### config.mk
export PLATFORM = sky130hd
export DESIGN_NAME = mem_instr_decoder
export DESIGN_NICKNAME = d
export VERILOG_FILES = /design/src/source/fma_mem_pkg.sv /design/src/source/mem_instr_decoder.sv
export VERILOG_INCLUDE_DIRS = /design/src /design/src/include
export SDC_FILE = /design/constraint.sdc
export NUM_CORES = 1
export LEC_CHECK = 0
export BUFFER_PORTS_ARGS = -buffer_cell sky130_fd_sc_hd__buf_2
export CELL_PAD_IN_SITES_DETAIL_PLACEMENT = 1
export CELL_PAD_IN_SITES_GLOBAL_PLACEMENT = 1
export CORE_UTILIZATION = 25
export CTS_CLUSTER_DIAMETER = 50
export DETAILED_ROUTE_END_ITERATION = 8
export PLACE_DENSITY = 0.75
export SYNTH_ARGS = -nofsm -noshare
export SYNTH_HDL_FRONTEND = slang
export SYNTH_SLANG_ARGS = --single-unit
### constraint.sdc
create_clock -name clk_in -period 2.4 [get_ports clk_in]
set_clock_uncertainty 0.2 [all_clocks]
set_input_delay 0.72 -clock clk_in [delete_from_list [all_inputs] [get_ports clk_in]]
set_output_delay 0.72 -clock clk_in [all_outputs]
set_load 0.01 [all_outputs]
### src/include/fma_mem_cfg.svh
`ifndef FMA_MEM_CFG_SVH
`define FMA_MEM_CFG_SVH

// ------------------------------
// operand and line geometry
// ------------------------------

`define FMA_MEM_WORD_W          16  // one operand word
`define FMA_MEM_FMA_COUNT       2   // FMAs fed by one line
`define FMA_MEM_WORDS_PER_LINE  6   // a, b and c for each FMA

// whole line, six words packed from the most significant end
`define FMA_MEM_LINE_W          ((`FMA_MEM_WORDS_PER_LINE) * (`FMA_MEM_WORD_W))

// ------------------------------
// storage and instruction sizes
// ------------------------------

`define FMA_MEM_ADDR_W          9   // line address, covers every line of the RAM
`define FMA_MEM_DEPTH           512 // lines held in the RAM
`define FMA_MEM_INSTR_W         32  // controller instruction word

`endif
### src/source/fma_mem_pkg.sv
`include "fma_mem_cfg.svh"

package fma_mem_pkg;

    // ------------------------------
    // plain vectors
    // ------------------------------

    typedef logic [`FMA_MEM_WORD_W-1:0]  word_t;      // one FMA operand
    typedef logic [`FMA_MEM_LINE_W-1:0]  line_t;      // word 0 sits in the top slice
    typedef logic [`FMA_MEM_ADDR_W-1:0]  line_addr_t; // RAM line address
    typedef logic [3:0]                  word_idx_t;  // word or slot index from a field
    typedef logic [`FMA_MEM_INSTR_W-1:0] instr_t;     // op | A | imm | B | C

    // opcode values follow the controller ISA, the ALU and branch codes are not ours
    typedef enum logic [3:0] {
        OP_NOP    = 4'd0,
        OP_SMA    = 4'd6,  // set the held line address
        OP_LOADI  = 4'd7,  // immediate into word A of the staging line
        OP_SENDL  = 4'd8,  // staging line into the RAM at the held address
        OP_LOADB  = 4'd9,  // captured FMA result line into the RAM
        OP_WRITEB = 4'd10, // RAM line out to the FMAs
        OP_LOAD   = 4'd13  // controller register plus per-FMA step into slot A
    } mem_op_e;

    // ------------------------------
    // request structs
    // ------------------------------

    // decoded command, valid only for a legal accepted instruction
    typedef struct packed {
        logic       valid;
        mem_op_e    op;
        word_idx_t  a_field;  // word index, slot or use-new-c code
        word_t      imm;      // immediate, also LOAD step
        word_idx_t  b_field;  // register select or output-valid code
        line_addr_t addr;     // effective line address
    } mem_cmd_t;

    // one RAM access per edge, either a write or a read
    typedef struct packed {
        logic       wr_en;
        logic       rd_en;
        line_addr_t addr;
        line_t      wdata;
        logic       use_new_c;   // WRITEB flag, travels with the read
        logic       out_valid;   // WRITEB flag, travels with the read
    } ram_req_t;

endpackage

### src/source/mem_instr_decoder.sv
`timescale 1ns/10ps
`default_nettype none

`include "fma_mem_cfg.svh"

module mem_instr_decoder (
    input  logic                  clk_in,
    input  logic                  rst_in,
    input  fma_mem_pkg::instr_t   instr_in,
    input  logic                  instr_valid_in,
    output fma_mem_pkg::mem_cmd_t cmd
);

    // each FMA owns a, b and c
    localparam int SLOTS_PER_FMA = `FMA_MEM_WORDS_PER_LINE / `FMA_MEM_FMA_COUNT;

    logic [3:0]                 op_field;
    fma_mem_pkg::word_idx_t     a_field;
    fma_mem_pkg::word_idx_t     b_field;
    fma_mem_pkg::word_t         imm_field;
    fma_mem_pkg::line_addr_t    imm_addr;
    fma_mem_pkg::line_addr_t    held_addr;  // address that SENDL writes to
    logic                       op_legal;
    logic                       sets_addr;

    // ------------------------------
    // field extraction
    // ------------------------------

    assign op_field  = instr_in[31:28];
    assign a_field   = instr_in[27:24];
    assign imm_field = instr_in[23:8];
    assign b_field   = instr_in[7:4];   // the C field in 3..0 has no meaning here

    assign imm_addr = imm_field[`FMA_MEM_ADDR_W-1:0];  // upper immediate bits are ignored

    // unknown opcodes and out of range indices fall through as NOP
    always_comb begin
        op_legal  = 1'b0;
        sets_addr = 1'b0;
        case (op_field)
            fma_mem_pkg::OP_SMA,
            fma_mem_pkg::OP_LOADB,
            fma_mem_pkg::OP_WRITEB: begin
                op_legal  = 1'b1;
                sets_addr = 1'b1;  // these carry their own line address
            end
            fma_mem_pkg::OP_SENDL: op_legal = 1'b1;
            fma_mem_pkg::OP_LOADI: op_legal = (a_field < `FMA_MEM_WORDS_PER_LINE);
            fma_mem_pkg::OP_LOAD:  op_legal = (a_field < SLOTS_PER_FMA);
            default:               op_legal = 1'b0;  // NOP and the controller-only opcodes
        endcase
    end

    // ------------------------------
    // command out
    // ------------------------------

    always_comb begin
        cmd.valid   = instr_valid_in && op_legal;
        cmd.op      = op_legal ? fma_mem_pkg::mem_op_e'(op_field) : fma_mem_pkg::OP_NOP;
        cmd.a_field = a_field;
        cmd.imm     = imm_field;
        cmd.b_field = b_field;
        cmd.addr    = sets_addr ? imm_addr : held_addr;  // SENDL goes to the held address
    end

    // the held address follows every instruction that names a line
    always_ff @(posedge clk_in) begin
        if (rst_in) begin
            held_addr <= '0;
        end else if (cmd.valid && sets_addr) begin
            held_addr <= imm_addr;
        end
    end

    // once out of reset the held address must stay known, or SENDL writes to nowhere
    held_addr_known_a : assert property (
        @(posedge clk_in) disable iff (rst_in) !$isunknown(held_addr)
    ) else $error("held line address went unknown");

endmodule

`default_nettype wire

# After elaboration in Yosys (flattened, before gate mapping)

Index checks and enable logic that the tools add are counted.

Flip-flop bits (word level): 9
Bits of input ports: 35
Output and inout port bits: 38

$lt $le $gt $ge: 2
Eq/ne operators: 6
Muxes and demuxes: 4
Reduce and logical (&&, ||, !) cells: 4

Operators by type and width:

| operator                                            | count |
|---|---|
| == test 4 bit (second input constant)               | 4 |
| 2-to-1 mux 9 bit                                    | 1 |
| == test 4 x 3 -> 1 bit (second input constant)      | 2 |
| < comparator 4 x 2 -> 1 bit (second input constant) | 1 |
| < comparator 4 x 3 -> 1 bit (second input constant) | 1 |
| 2-to-1 mux 4 bit                                    | 1 |
| OR reduction 4 bit                                  | 1 |
| one-hot mux 1 bit (3 select lines)                  | 1 |
| OR reduction 3 bit                                  | 1 |
| logical AND 1 bit                                   | 2 |
| 2-to-1 mux 1 bit                                    | 1 |

# Longest topological paths before layout

Word-level depth: 5
Gate-level depth with buffers: 6

# Worst setup path before layout

OpenSTA, ideal clock, no wires.

Path type: in2out
Start point: input port instr_in[31]
End point: output port cmd[0] (netlist bit)
Arrival: 1.671 ns
Required time: 1.480 ns
Slack: -0.191 ns
Cell stages on the path: 4
Path buffers: 1
Path through: buf_4 xor2_1 a311o_1 a21oi_1

RTL lines:

| item            | RTL line                | source |
|---|---|---|
| start, declared | mem_instr_decoder.sv:9  | `input fma_mem_pkg::instr_t instr_in,` |
| end, declared   | mem_instr_decoder.sv:11 | `output fma_mem_pkg::mem_cmd_t cmd` |

==> impl_metrics.env <==
export IMPL_outcome="finished, violations left"
export IMPL_violations="setup timing"
export IMPL_grt_pass1_vias=1279
export IMPL_place_gp_congestion=0.7582
export IMPL_ys_warn_count=0
export IMPL_dpl_instance_area_um2=1551
export IMPL_antenna_found_initial=0
export IMPL_yosysTopAreaCellShare_pct=16.52
export IMPL_cts_hold_buffers=0
export IMPL_vias=1262
export IMPL_period_share_pct=115.1
export IMPL_grt_first_pass_wirelength_mm=5.975
export IMPL_top_regs="held_addr: 9 flops"
export IMPL_synthCells=153
export IMPL_syn_avg_cell_area_um2=7.425
export IMPL_viasPerCell=4.988
export IMPL_synth_cell_area_um2=1136
export IMPL_cp_max_fo=5
export IMPL_synthDistinctLibCells=32
export IMPL_dominantRegCellSynth="dfxtp_1"
export IMPL_hold_viol_final=0
export IMPL_cts_root_buf="clkbuf_8"
export IMPL_cts_path_max_buffers=2
export IMPL_n_antenna_cell=0
export IMPL_rsz0062_at_grt="yes"
export IMPL_holdWs_ps=355.7
export IMPL_regMostFlops="held_addr"
export IMPL_synth_edf_count=0
export IMPL_nets=237
export IMPL_fmax_mhz=362.2
export IMPL_synth_top_area_cell="buf_4"
export IMPL_synth_top_cells_by_area="buf_4, dfxtp_1, nand2b_1"
export IMPL_routed_wl_mm=3.727
export IMPL_syn_num_nets=188
export IMPL_cts_buffers=3
export IMPL_end_kind="output port"
export IMPL_area_growth_pct=64.65
export IMPL_final_max_slew_viol_count=0
export IMPL_row_count=24
export IMPL_die_width_um=69.41
export IMPL_routedWlPerCell_um=14.73
export IMPL_power_density_nw_per_um2=340.8
export IMPL_min_period_ps=2761
export IMPL_ys_seq_area_share_pct=15.86
export IMPL_drc_errors=0
export IMPL_port_buffers=46
export IMPL_cp_required_ps=1480
export IMPL_fin_area_um2=1871
export IMPL_clock_sinks=9
export IMPL_dp_hpwl_mm=2.629
export IMPL_final_setup_viol_count=14
export IMPL_worst_setup_hold_path_clk_slew_ps=50
export IMPL_drtPass1Iterations=4
export IMPL_drv_cap=0
export IMPL_drive_gt1_share_pct=61.19
export IMPL_io_pins=73
export IMPL_drtAntennaViolNets=0
export IMPL_tightest_slew_ps=544.7
export IMPL_critPathKind="input pin to output port"
export IMPL_cts_max_level=1
export IMPL_start_util_pct=26.09
export IMPL_hold_class="flip-flop to flip-flop"
export IMPL_setup_ws_ps=-361.2
export IMPL_clk_latency_ps=230
export IMPL_ys_ff_latch=9
export IMPL_die_height_um=69.41
export IMPL_largest_reg_flops=9
export IMPL_core_area_um2=4354
export IMPL_grt_overflow_total=0
export IMPL_drt_initial_drc_count=28
export IMPL_vdd_drop_max_mv=0.1449
export IMPL_slew_headroom_pct=63.66
export IMPL_gr_usage_all_layers_pct=14.96
export IMPL_async_flop_share_pct=0
export IMPL_crit_arrival_ps=1840
export IMPL_fp_dieArea_um2=4818
export IMPL_tns_ps=-4233
export IMPL_power_static_leakage_nw=0.7757
export IMPL_cts_tree="built"
export IMPL_grt_max_degree=28
export IMPL_start_kind="input pin"
worst max-delay path, cell delays in order:
cell      delay (ps)
buf_8            100
buf_6            100
or3b_4           390
buf_8            160
o221ai_4         140
a21oi_2           70
buf_2            140
layer usage:
layer | vias up | global-route usage (%) | part of all wire (%)
li1 | 614 | - | -
met1 | 607 | 18.09 | 42
met2 | 35 | 27.72 | 53
met3 | 6 | 1.599 | 4.7
met4 | 0 | 4.082 | 0.89
met5 | - | 0 | 0
metrics by stage:
step	setup WS, ps	power [mW]	instances	util, %
3_5_place_dp	-578.2	0.4091	246	35.63
2_1_floorplan	-65.02	0.3361	153	-
6_report	-361.2	0.6375	253	42.96
4_1_cts	-383.2	0.6147	252	39.40
3_3_place_gp	-579.2	0.4020	246	35.63
5_1_grt	-392.6	0.6763	253	42.96
cell usage in the layout, fill, tap and decap left out, types with 2 or more instances in the layout:
| cell type | n |
|---|---|
| buf_2 | 41 |
| a21oi_2 | 10 |
| a211oi_2 | 2 |
| nor3_2 | 8 |
| buf_8 | 4 |
| clkbuf_8 | 3 |
| a311o_1 | 9 |
| buf_6 | 8 |
| o221ai_4 | 8 |
| inv_1 | 10 |
| a21o_1 | 2 |
| buf_4 | 25 |
| nor2_1 | 10 |
| nand2b_1 | 19 |
| mux2i_1 | 9 |
| dfxtp_1 | 9 |
cells by family after synthesis:
logic type	Yosys count	share of synthesized area, %
simple gates	47	22.91
flops	9	15.86
buf+inv	47	25.22
xor+xnor	2	1.542
compound gates	39	26.54
mux	9	7.930
power breakdown:
part	internal, mW	total [mW]	switching, mW	leakage, nW
clock	0.116	0.181	0.0643	0.0228
sequential	0.155	0.164	0.00930	0.0730
combinational	0.147	0.293	0.145	0.680
total	0.419	0.638	0.219	0.776
timing repair:
item	CTS	global route
pin swaps	10	12
resized for setup	26	21
setup endpoints to repair	14	14
buffers inserted	2	1
cell type report:
cell class	count	area (µm²)
repair buffers	79	563.0
fillers	529	2484
inverters	12	47.55
clock buffers	4	45.04
well taps	52	65.06
multi-input cells	97	969.7
flip-flops and latches	9	180.2
final timing paths:
check               startpoint            to  slack [ps]  cells after the start
setup / recovery  instr_in[30]        cmd[8]        -360                      7
setup reg to reg  held_addr[0]  held_addr[0]        1470                      2
hold / removal    held_addr[8]  held_addr[8]         360                      2
hold reg to reg   held_addr[8]  held_addr[8]         360                      2
synth_stat cells, types with 2 or more instances:
| master | number |
|---|---|
| a211oi_1 | 2 |
| a21o_1 | 2 |
| a21oi_1 | 11 |
| a311o_1 | 9 |
| buf_4 | 25 |
| buf_6 | 2 |
| clkbuf_1 | 6 |
| dfxtp_1 | 9 |
| inv_1 | 11 |
| mux2i_1 | 9 |
| nand2b_1 | 20 |
| nor2_1 | 10 |
| nor2b_1 | 2 |
| nor3_1 | 9 |
| o221ai_1 | 9 |
No activity file was read; power rests on OpenSTA's default activity.
