File: src/include/fma_mem_cfg.svh
`ifndef FMA_MEM_CFG_SVH
`define FMA_MEM_CFG_SVH

// ------------------------------
// operand and line geometry
// ------------------------------

`define FMA_MEM_WORD_W          16  // one operand word
`define FMA_MEM_FMA_COUNT       2   // FMAs fed by one line
`define FMA_MEM_WORDS_PER_LINE  6   // a, b and c for each FMA

// whole line, six words packed from the most significant end
`define FMA_MEM_LINE_W          ((`FMA_MEM_WORDS_PER_LINE) * (`FMA_MEM_WORD_W))

// ------------------------------
// storage and instruction sizes
// ------------------------------

`define FMA_MEM_ADDR_W          9   // line address, covers every line of the RAM
`define FMA_MEM_DEPTH           512 // lines held in the RAM
`define FMA_MEM_INSTR_W         32  // controller instruction word

`endif
File: src/source/fma_mem_pkg.sv
`include "fma_mem_cfg.svh"

package fma_mem_pkg;

    // ------------------------------
    // plain vectors
    // ------------------------------

    typedef logic [`FMA_MEM_WORD_W-1:0]  word_t;      // one FMA operand
    typedef logic [`FMA_MEM_LINE_W-1:0]  line_t;      // word 0 sits in the top slice
    typedef logic [`FMA_MEM_ADDR_W-1:0]  line_addr_t; // RAM line address
    typedef logic [3:0]                  word_idx_t;  // word or slot index from a field
    typedef logic [`FMA_MEM_INSTR_W-1:0] instr_t;     // op | A | imm | B | C

    // opcode values follow the controller ISA, the ALU and branch codes are not ours
    typedef enum logic [3:0] {
        OP_NOP    = 4'd0,
        OP_SMA    = 4'd6,  // set the held line address
        OP_LOADI  = 4'd7,  // immediate into word A of the staging line
        OP_SENDL  = 4'd8,  // staging line into the RAM at the held address
        OP_LOADB  = 4'd9,  // captured FMA result line into the RAM
        OP_WRITEB = 4'd10, // RAM line out to the FMAs
        OP_LOAD   = 4'd13  // controller register plus per-FMA step into slot A
    } mem_op_e;

    // ------------------------------
    // request structs
    // ------------------------------

    // decoded command, valid only for a legal accepted instruction
    typedef struct packed {
        logic       valid;
        mem_op_e    op;
        word_idx_t  a_field;  // word index, slot or use-new-c code
        word_t      imm;      // immediate, also LOAD step
        word_idx_t  b_field;  // register select or output-valid code
        line_addr_t addr;     // effective line address
    } mem_cmd_t;

    // one RAM access per edge, either a write or a read
    typedef struct packed {
        logic       wr_en;
        logic       rd_en;
        line_addr_t addr;
        line_t      wdata;
        logic       use_new_c;   // WRITEB flag, travels with the read
        logic       out_valid;   // WRITEB flag, travels with the read
    } ram_req_t;

endpackage

File: src/source/line_assembler.sv
`timescale 1ns/10ps
`default_nettype none

`include "fma_mem_cfg.svh"

module line_assembler (
    input  logic                  clk_in,
    input  logic                  rst_in,
    input  fma_mem_pkg::mem_cmd_t cmd,
    input  fma_mem_pkg::line_t    write_buffer_read_in,
    input  logic                  write_buffer_valid_in,
    input  fma_mem_pkg::word_t    controller_reg_a,
    input  fma_mem_pkg::word_t    controller_reg_b,
    input  fma_mem_pkg::word_t    controller_reg_c,
    output fma_mem_pkg::ram_req_t ram_req
);

    localparam int FMA_COUNT     = `FMA_MEM_FMA_COUNT;
    localparam int SLOTS_PER_FMA = `FMA_MEM_WORDS_PER_LINE / `FMA_MEM_FMA_COUNT;
    localparam int WORD_W        = `FMA_MEM_WORD_W;
    localparam int LINE_W        = `FMA_MEM_LINE_W;

    fma_mem_pkg::line_t     staging_line;   // line being built by LOADI and LOAD
    fma_mem_pkg::line_t     captured_line;  // last line offered by the result buffer
    fma_mem_pkg::word_t     load_src;       // controller register chosen by field B
    fma_mem_pkg::word_t     load_word [FMA_COUNT];
    fma_mem_pkg::ram_req_t  req_next;

    // ------------------------------
    // LOAD arithmetic
    // ------------------------------

    always_comb begin
        case (cmd.b_field)
            4'd0:    load_src = controller_reg_a;
            4'd1:    load_src = controller_reg_b;
            default: load_src = controller_reg_c;  // any other code picks c
        endcase
    end

    // FMA i gets reg + i * step, wrapping at 16 bits
    always_comb begin
        for (int i = 0; i < FMA_COUNT; i++) begin
            load_word[i] = load_src + fma_mem_pkg::word_t'(i) * cmd.imm;
        end
    end

    // ------------------------------
    // staging and captured lines
    // ------------------------------

    always_ff @(posedge clk_in) begin
        if (rst_in) begin
            staging_line <= '0;
        end else if (cmd.valid) begin
            case (cmd.op)
                fma_mem_pkg::OP_LOADI: begin
                    // word k is counted down from the top of the line
                    staging_line[LINE_W - 1 - cmd.a_field * WORD_W -: WORD_W] <= cmd.imm;
                end
                fma_mem_pkg::OP_LOAD: begin
                    for (int i = 0; i < FMA_COUNT; i++) begin
                        staging_line[LINE_W - 1 - (i * SLOTS_PER_FMA + cmd.a_field) * WORD_W
                                     -: WORD_W] <= load_word[i];  // slot A of FMA i
                    end
                end
                default: ;  // other commands leave the staging line alone
            endcase
        end
    end

    // LOADB sees the value held before its own edge, so a capture on that edge is too late
    always_ff @(posedge clk_in) begin
        if (rst_in) begin
            captured_line <= '0;
        end else if (write_buffer_valid_in) begin
            captured_line <= write_buffer_read_in;
        end
    end

    // ------------------------------
    // RAM request
    // ------------------------------

    always_comb begin
        req_next       = '0;
        req_next.addr  = cmd.addr;
        req_next.wdata = (cmd.op == fma_mem_pkg::OP_LOADB) ? captured_line : staging_line;
        if (cmd.valid) begin
            case (cmd.op)
                fma_mem_pkg::OP_SENDL,
                fma_mem_pkg::OP_LOADB: req_next.wr_en = 1'b1;
                fma_mem_pkg::OP_WRITEB: begin
                    req_next.rd_en     = 1'b1;
                    req_next.use_new_c = (cmd.a_field == 4'd1);  // only code 1 means yes
                    req_next.out_valid = (cmd.b_field == 4'd1);
                end
                default: ;
            endcase
        end
    end

    always_ff @(posedge clk_in) begin
        if (rst_in) begin
            ram_req <= '0;
        end else begin
            ram_req <= req_next;  // one access per edge, issued the edge after accept
        end
    end

    // the RAM has one port, a read and a write can never share an edge
    single_access_a : assert property (
        @(posedge clk_in) disable iff (rst_in) !(ram_req.wr_en && ram_req.rd_en)
    ) else $error("RAM read and write requested together");

endmodule

`default_nettype wire

File: config.mk
export PLATFORM = sky130hd
export DESIGN_NAME = line_assembler
export DESIGN_NICKNAME = d
export VERILOG_FILES = /design/src/source/fma_mem_pkg.sv /design/src/source/line_assembler.sv
export VERILOG_INCLUDE_DIRS = /design/src /design/src/include
export SDC_FILE = /design/constraint.sdc
export NUM_CORES = 1
export LEC_CHECK = 0
export BUFFER_PORTS_ARGS = -buffer_cell sky130_fd_sc_hd__buf_2
export CORE_MARGIN = 10
export CORE_UTILIZATION = 55
export DETAILED_ROUTE_END_ITERATION = 16
export PLACE_DENSITY = 0.8
export SETUP_SLACK_MARGIN = 0.02
export SLEW_MARGIN = 30
export SYNTH_ARGS = -nofsm -noshare
export SYNTH_HDL_FRONTEND = slang
export SYNTH_SLANG_ARGS = --single-unit
File: constraint.sdc
create_clock -name clk_in -period 3.5 [get_ports clk_in]
set_input_delay 0.175 -clock clk_in [delete_from_list [all_inputs] [get_ports clk_in]]
set_output_delay 0.175 -clock clk_in [all_outputs]
set_load 0.01 [all_outputs]
# == Word level (Yosys, flattened, before mapping) ==
# Cells that the tools add are included.
# classes
n_addsub,6
n_eq_ne,7
n_shift,5
muxes,8
n_bitwise,2
reduce_logical,6
# op_table
operator,count
16-bit by 34-bit indexed part select with 111-bit output,3
96-bit bitwise mux,3
"16-bit by 34-bit variable shift with 111-bit output, first input constant",2
96-bit case mux with 2 select lines,1
96-bit two-way mux,1
32-bit negator with 34-bit output,2
16-bit case mux with 2 select lines,1
16-bit adder,1
"4-bit equality test, second input constant",4
"7-bit by 9-bit subtractor with 10-bit output, first input constant",1
"7-bit by 8-bit subtractor with 9-bit output, first input constant",1
"4-bit by 1-bit equality test with 1-bit output, second input constant",2
"2-bit by 4-bit adder with 5-bit output, first input constant",1
"4-bit by 3-bit equality test with 1-bit output, second input constant",1
4-bit logical NOT,1
2-bit OR reduction,2
3-bit OR reduction,1
1-bit two-way mux,2
1-bit inverter,2
2-bit AND reduction,1
2-bit nonzero test,1
# word_totals
register_bits,301
in_bits,185
output_inout_bits,109
word_cells,42

# == Longest topological paths before layout ==
# depth
ltp_word,6
depth_mapped,14
ltp_nobuf,12

# == Least setup slack after synthesis ==
# No wires, ideal clock.
# synth_timing
path_type,in2reg
from,input port cmd[9] (netlist name)
to,register staging_line[75]
setup_time_ps,114
arrival_ps,3069
required_time_ps,3386
path_slack_ps,316
stages,12
path_buffers,2
path_cell_list,buf_2 > buf_2 > mux2_2 > mux2i_1 > inv_1 > ha_1 > o211ai_1 > o211ai_2 > a2111o_1 > nand3_1 > a221oi_1 > a2111oi_0
# synth_between
elab_chain_len,6
elab_cells_between_ends,9
classes_between,add/sub: 1; eq/ne: 1; shift: 2; mux: 4; reduce/logical: 1
# synth_lines
item,line_no,rtl
"start, declared",line_assembler.sv:9,"input fma_mem_pkg::mem_cmd_t cmd,"
4-bit by 1-bit equality test with 1-bit output or 4-bit logical NOT (tied branches),line_assembler.sv:34,case (cmd.b_field)
16-bit case mux with 2 select lines (*),line_assembler.sv:34,
16-bit adder or 16-bit by 34-bit indexed part select with 111-bit output (tied branches),"line_assembler.sv:44, line_assembler.sv:63",
16-bit by 34-bit indexed part select with 111-bit output or 96-bit bitwise mux (tied branches),line_assembler.sv:63,staging_line[LINE_W - 1 - (i * SLOTS_PER_FMA + cmd.a_field) * WORD_W
96-bit bitwise mux (*),line_assembler.sv:63,
96-bit case mux with 2 select lines (*),line_assembler.sv:56,case (cmd.op)
"end signal, assigned by index",line_assembler.sv:59,staging_line[LINE_W - 1 - cmd.a_field * WORD_W -: WORD_W] <= cmd.imm;
"end, declared",line_assembler.sv:23,fma_mem_pkg::line_t staging_line;
# Every way passes the cells marked *; elsewhere a longest branch is shown, timed or not.
# A chain may end at the register's enable or synchronous reset.

# == Worst setup path after layout ==
# layout_timing
from,input port cmd[10] (netlist name)
to,register staging_line[15]
# The elaborated chain is that of the path after synthesis.

==> key figures <==
Yosys
  • Yosys reg bits: roughly 300
  • Top FF cell, synth: dfxtp_1
  • Ys Warns: 0
  • Mapped Avg Cell Area: 8.40 µm²
  • Async SR Flop Fraction: 0
  • Adder-cell share of the synthesized area: 0.0222
  • Largest cells by area after synthesis: dfxtp_1 43%, mux2i_1 8.2%, nand2_1 7.0%
  • Largest family of logic cells by synthesized area: compound AO/OA/AOI/OAI gates
  • Sequential fraction of the synthesis area: 0.434
  • Post-Synth XOR/XNOR Area: 0.00748
  • Distinct cell type count after synthesis: 80
  • Post-synthesis simple-gate area fraction: 0.175
  • Post-Syn Instances: 1652
  • Top-area cell type share of the netlist area: 0.434
  • Post-synth EDFFs: 0
  • Mapped cell area: between 10000 and 15000 µm²
  • Synth Net Count: 1861
  • Post-synthesis compound-gate area fraction: 0.226
  • Synth area leader: dfxtp_1
  • Post-synthesis mux area share: 0.0929

Layout
  • # diodes: 0
  • Most common cell after layout, fill and taps aside: dfxtp_1
  • Commonest cells after routing, fill and taps aside: 301 x dfxtp_1, 291 x buf_2, 256 x nand2_1, 216 x nor2_1, 175 x a21oi_1
  • Syn-to-layout area delta: 32.9%
  • Layout cell share with drive strength beyond 1: 0.243
  • Post-route cell area: about 18000 µm²
  • Nets@finish: around 2300
  • Filler cells: between 1500 and 2000

Global route
  • Largest net degree at the start of global routing: just over 80
  • Vias in the first global route: roughly 15000
  • First-pass GRT wire length: 91500 µm
  • GR Util All Layers: 0.369
  • Initial antenna violation count: 1
  • Grt ovf: 0

CTS
  • Count of hold-fix buffers inserted at cts: 110
  • Clock transition at path regs: around 60 ps
  • Total CTS buffers: 31
  • Post-CTS resize count: 0
  • TritonCTS clock tree: yes
  • CTS Buffer Depth: 3
  • Setup Fix Bufs, Post-CTS: 0
  • CTS H-tree depth: 1
  • Worst-Skew Late Latency: 590 ps
  • Root buffer cell: clkbuf_16
  • CTS sink count: roughly 300

Placed design
  • Hpwl dp: 41200 µm
  • IO buf count: slightly below 300
  • Dpl cell area: approximately 16000 µm²
  • RePlAce Congestion: around 1.0

Routing
  • Routed via count: roughly 15000
  • Vias/cell: between 6 and 7
  • Post-route ant nets: 0
  • Residual DRC: 0
  • WL final: 60900 µm
  • DRT Pass-1 Iters: 6
  • Number of DRC markers in iteration 0: 2147
  • Per-cell routed wire length: around 25 µm

Power and ir drop
  • LEAKAGE: between 7 and 8 nW
  • Worst IR Drop VDD: ~440 µV
  • Pwr Total: ~0.0084 W
  • PD cells: approximately 460 nW/µm²

Timing
  • Clock Skews: 18.8 ps
  • Fmax: 0.336 GHz
  • Fin crit period: ~3000 ps
  • Final hold slack: roughly 46 ps
  • Measured slew at the worst slew-check pin: slightly below 900 ps
  • Slew Viols, Final: 0
  • Final Hold Viols: 0
  • Tcrit/Tclk final: 0.851
  • Setup violations, final: 0
  • Relative slew slack: 0.401
  • Setup TNS: 0 ps
  • RSZ-0062 raised after global routing: no

Setup path
  • Crit path cell chain: buf_2 -> or3_1 -> buf_4 -> a21oi_1 -> inv_1 -> ha_1 -> nand3_1 -> a21oi_1 -> a2111oi_4 -> buf_4 -> nor4_1 -> nor3_1 -> a2111oi_1
  • Crit. Startpoint: cmd[10]
  • Critical Path RT: 3960 ps
  • CP bufs+invs: 4
  • Slowest cell on crit path: or3_1
  • CP delay by family, top: compound AO/OA/AOI/OAI gates
  • R2r startpoint: staging_line[74]
  • Maximum net fanout on the critical path: 7
  • CP arrival: 3440 ps
  • Worst path max stage delay: between 400 and 500 ps
  • Crit start category: primary input
  • Worst Path Class, Setup: primary input to flop
  • CP endpoint kind: flop

Floorplan
  • Core area: between 20000 and 30000 µm²
  • Die ar.: between 30000 and 40000 µm²
  • Row count: just under 60
  • Die Wd: approximately 180 µm
  • DIE HEIGHT: 179 µm
  • Starting density of the core: 0.554
  • Io pins: between 200 and 300

Hold path
  • Hold Crit Class: primary input to flop
  • HP Start: cmd[9]

Flow run
  • Max cap viols: 0

Run status
  • Status: finished, final reports clean
layer usage:
| layer | global-route usage | wire (µm) | vias up |
|---|---|---|---|
| met2 | 0.596 | 27700 | 1077 |
| li1 | - | - | 6744 |
| met4 | 0.162 | 3060 | 2 |
| met5 | 0 | 13 | - |
| met3 | 0.103 | 7380 | 214 |
| met1 | 0.452 | 22800 | 7158 |
Yosys cell counts (all sizes together), types with 3 or more instances:
cell type  count
buf           44
nand4          4
nand3b         3
a221oi        12
dfxtp        301
nor2b         13
nand3         19
xor2           4
a22oi         19
a211o          3
nand2        257
a211oi        44
a21oi        179
ha            23
o21a           8
mux2          14
clkbuf        71
nor3          25
inv           24
a31oi         27
o211a          6
a22o           8
o21ai         76
nor4           7
a2111oi       13
nor3b          3
and3           4
or3            6
a21o           6
nor2         217
nand2b         9
mux2i        113
xnor2          7
o22ai         27
and2           3
o211ai         8
o31ai          5
o221ai        13
stage by stage:
step / utilization / worst slack (ps) / cells
6_report: 0.736 / 523 / 2443
5_1_grt: 0.736 / 346 / 2443
4_1_cts: 0.736 / 593 / 2443
3_5_place_dp: 0.650 / 14.9 / 2279
3_3_place_gp: 0.650 / 110 / 2279
2_1_floorplan: - / 316 / 1652
state kept, by name, summed over array words and instances (netlist names):
name,count
captured_line,96
staging_line,96
ram_req,109
cells by family after synthesis:
kind of cell,after synthesis
fa+ha+maj,24
compound gates,473
xor+xnor,11
mux,127
simple gates,577
flops,301
buf+inv,139
cell type report:
class / count / area [µm²] / area share
Clock inverter: 17 / 225 / 0.0122
Inverter: 24 / 92.6 / 0.00502
Multi-Input combinational cell: 1212 / 7280 / 0.395
Clock buffer: 37 / 828 / 0.0449
Timing Repair Buffer: 522 / 3570 / 0.194
Sequential cell: 301 / 6030 / 0.327
Tap cell: 330 / 413 / 0.0224
power breakdown:
part / leakage, nW / total [W] / switching, W / internal, W
Clock: 0.512 / 0.00348 / 0.00148 / 0.00199
Sequential: 2.45 / 0.00355 / 0.0000461 / 0.00351
Combinational: 4.84 / 0.00139 / 0.000832 / 0.000553
worst paths after layout:
path	endpoint	slack, ps	cells past startpoint
max	staging_line[15]	520	13
min	ram_req[0]	50	2
max reg2reg	staging_line[74]	2480	2
min reg2reg	ram_req[86]	450	2
(Power assumes the default switching activity.)
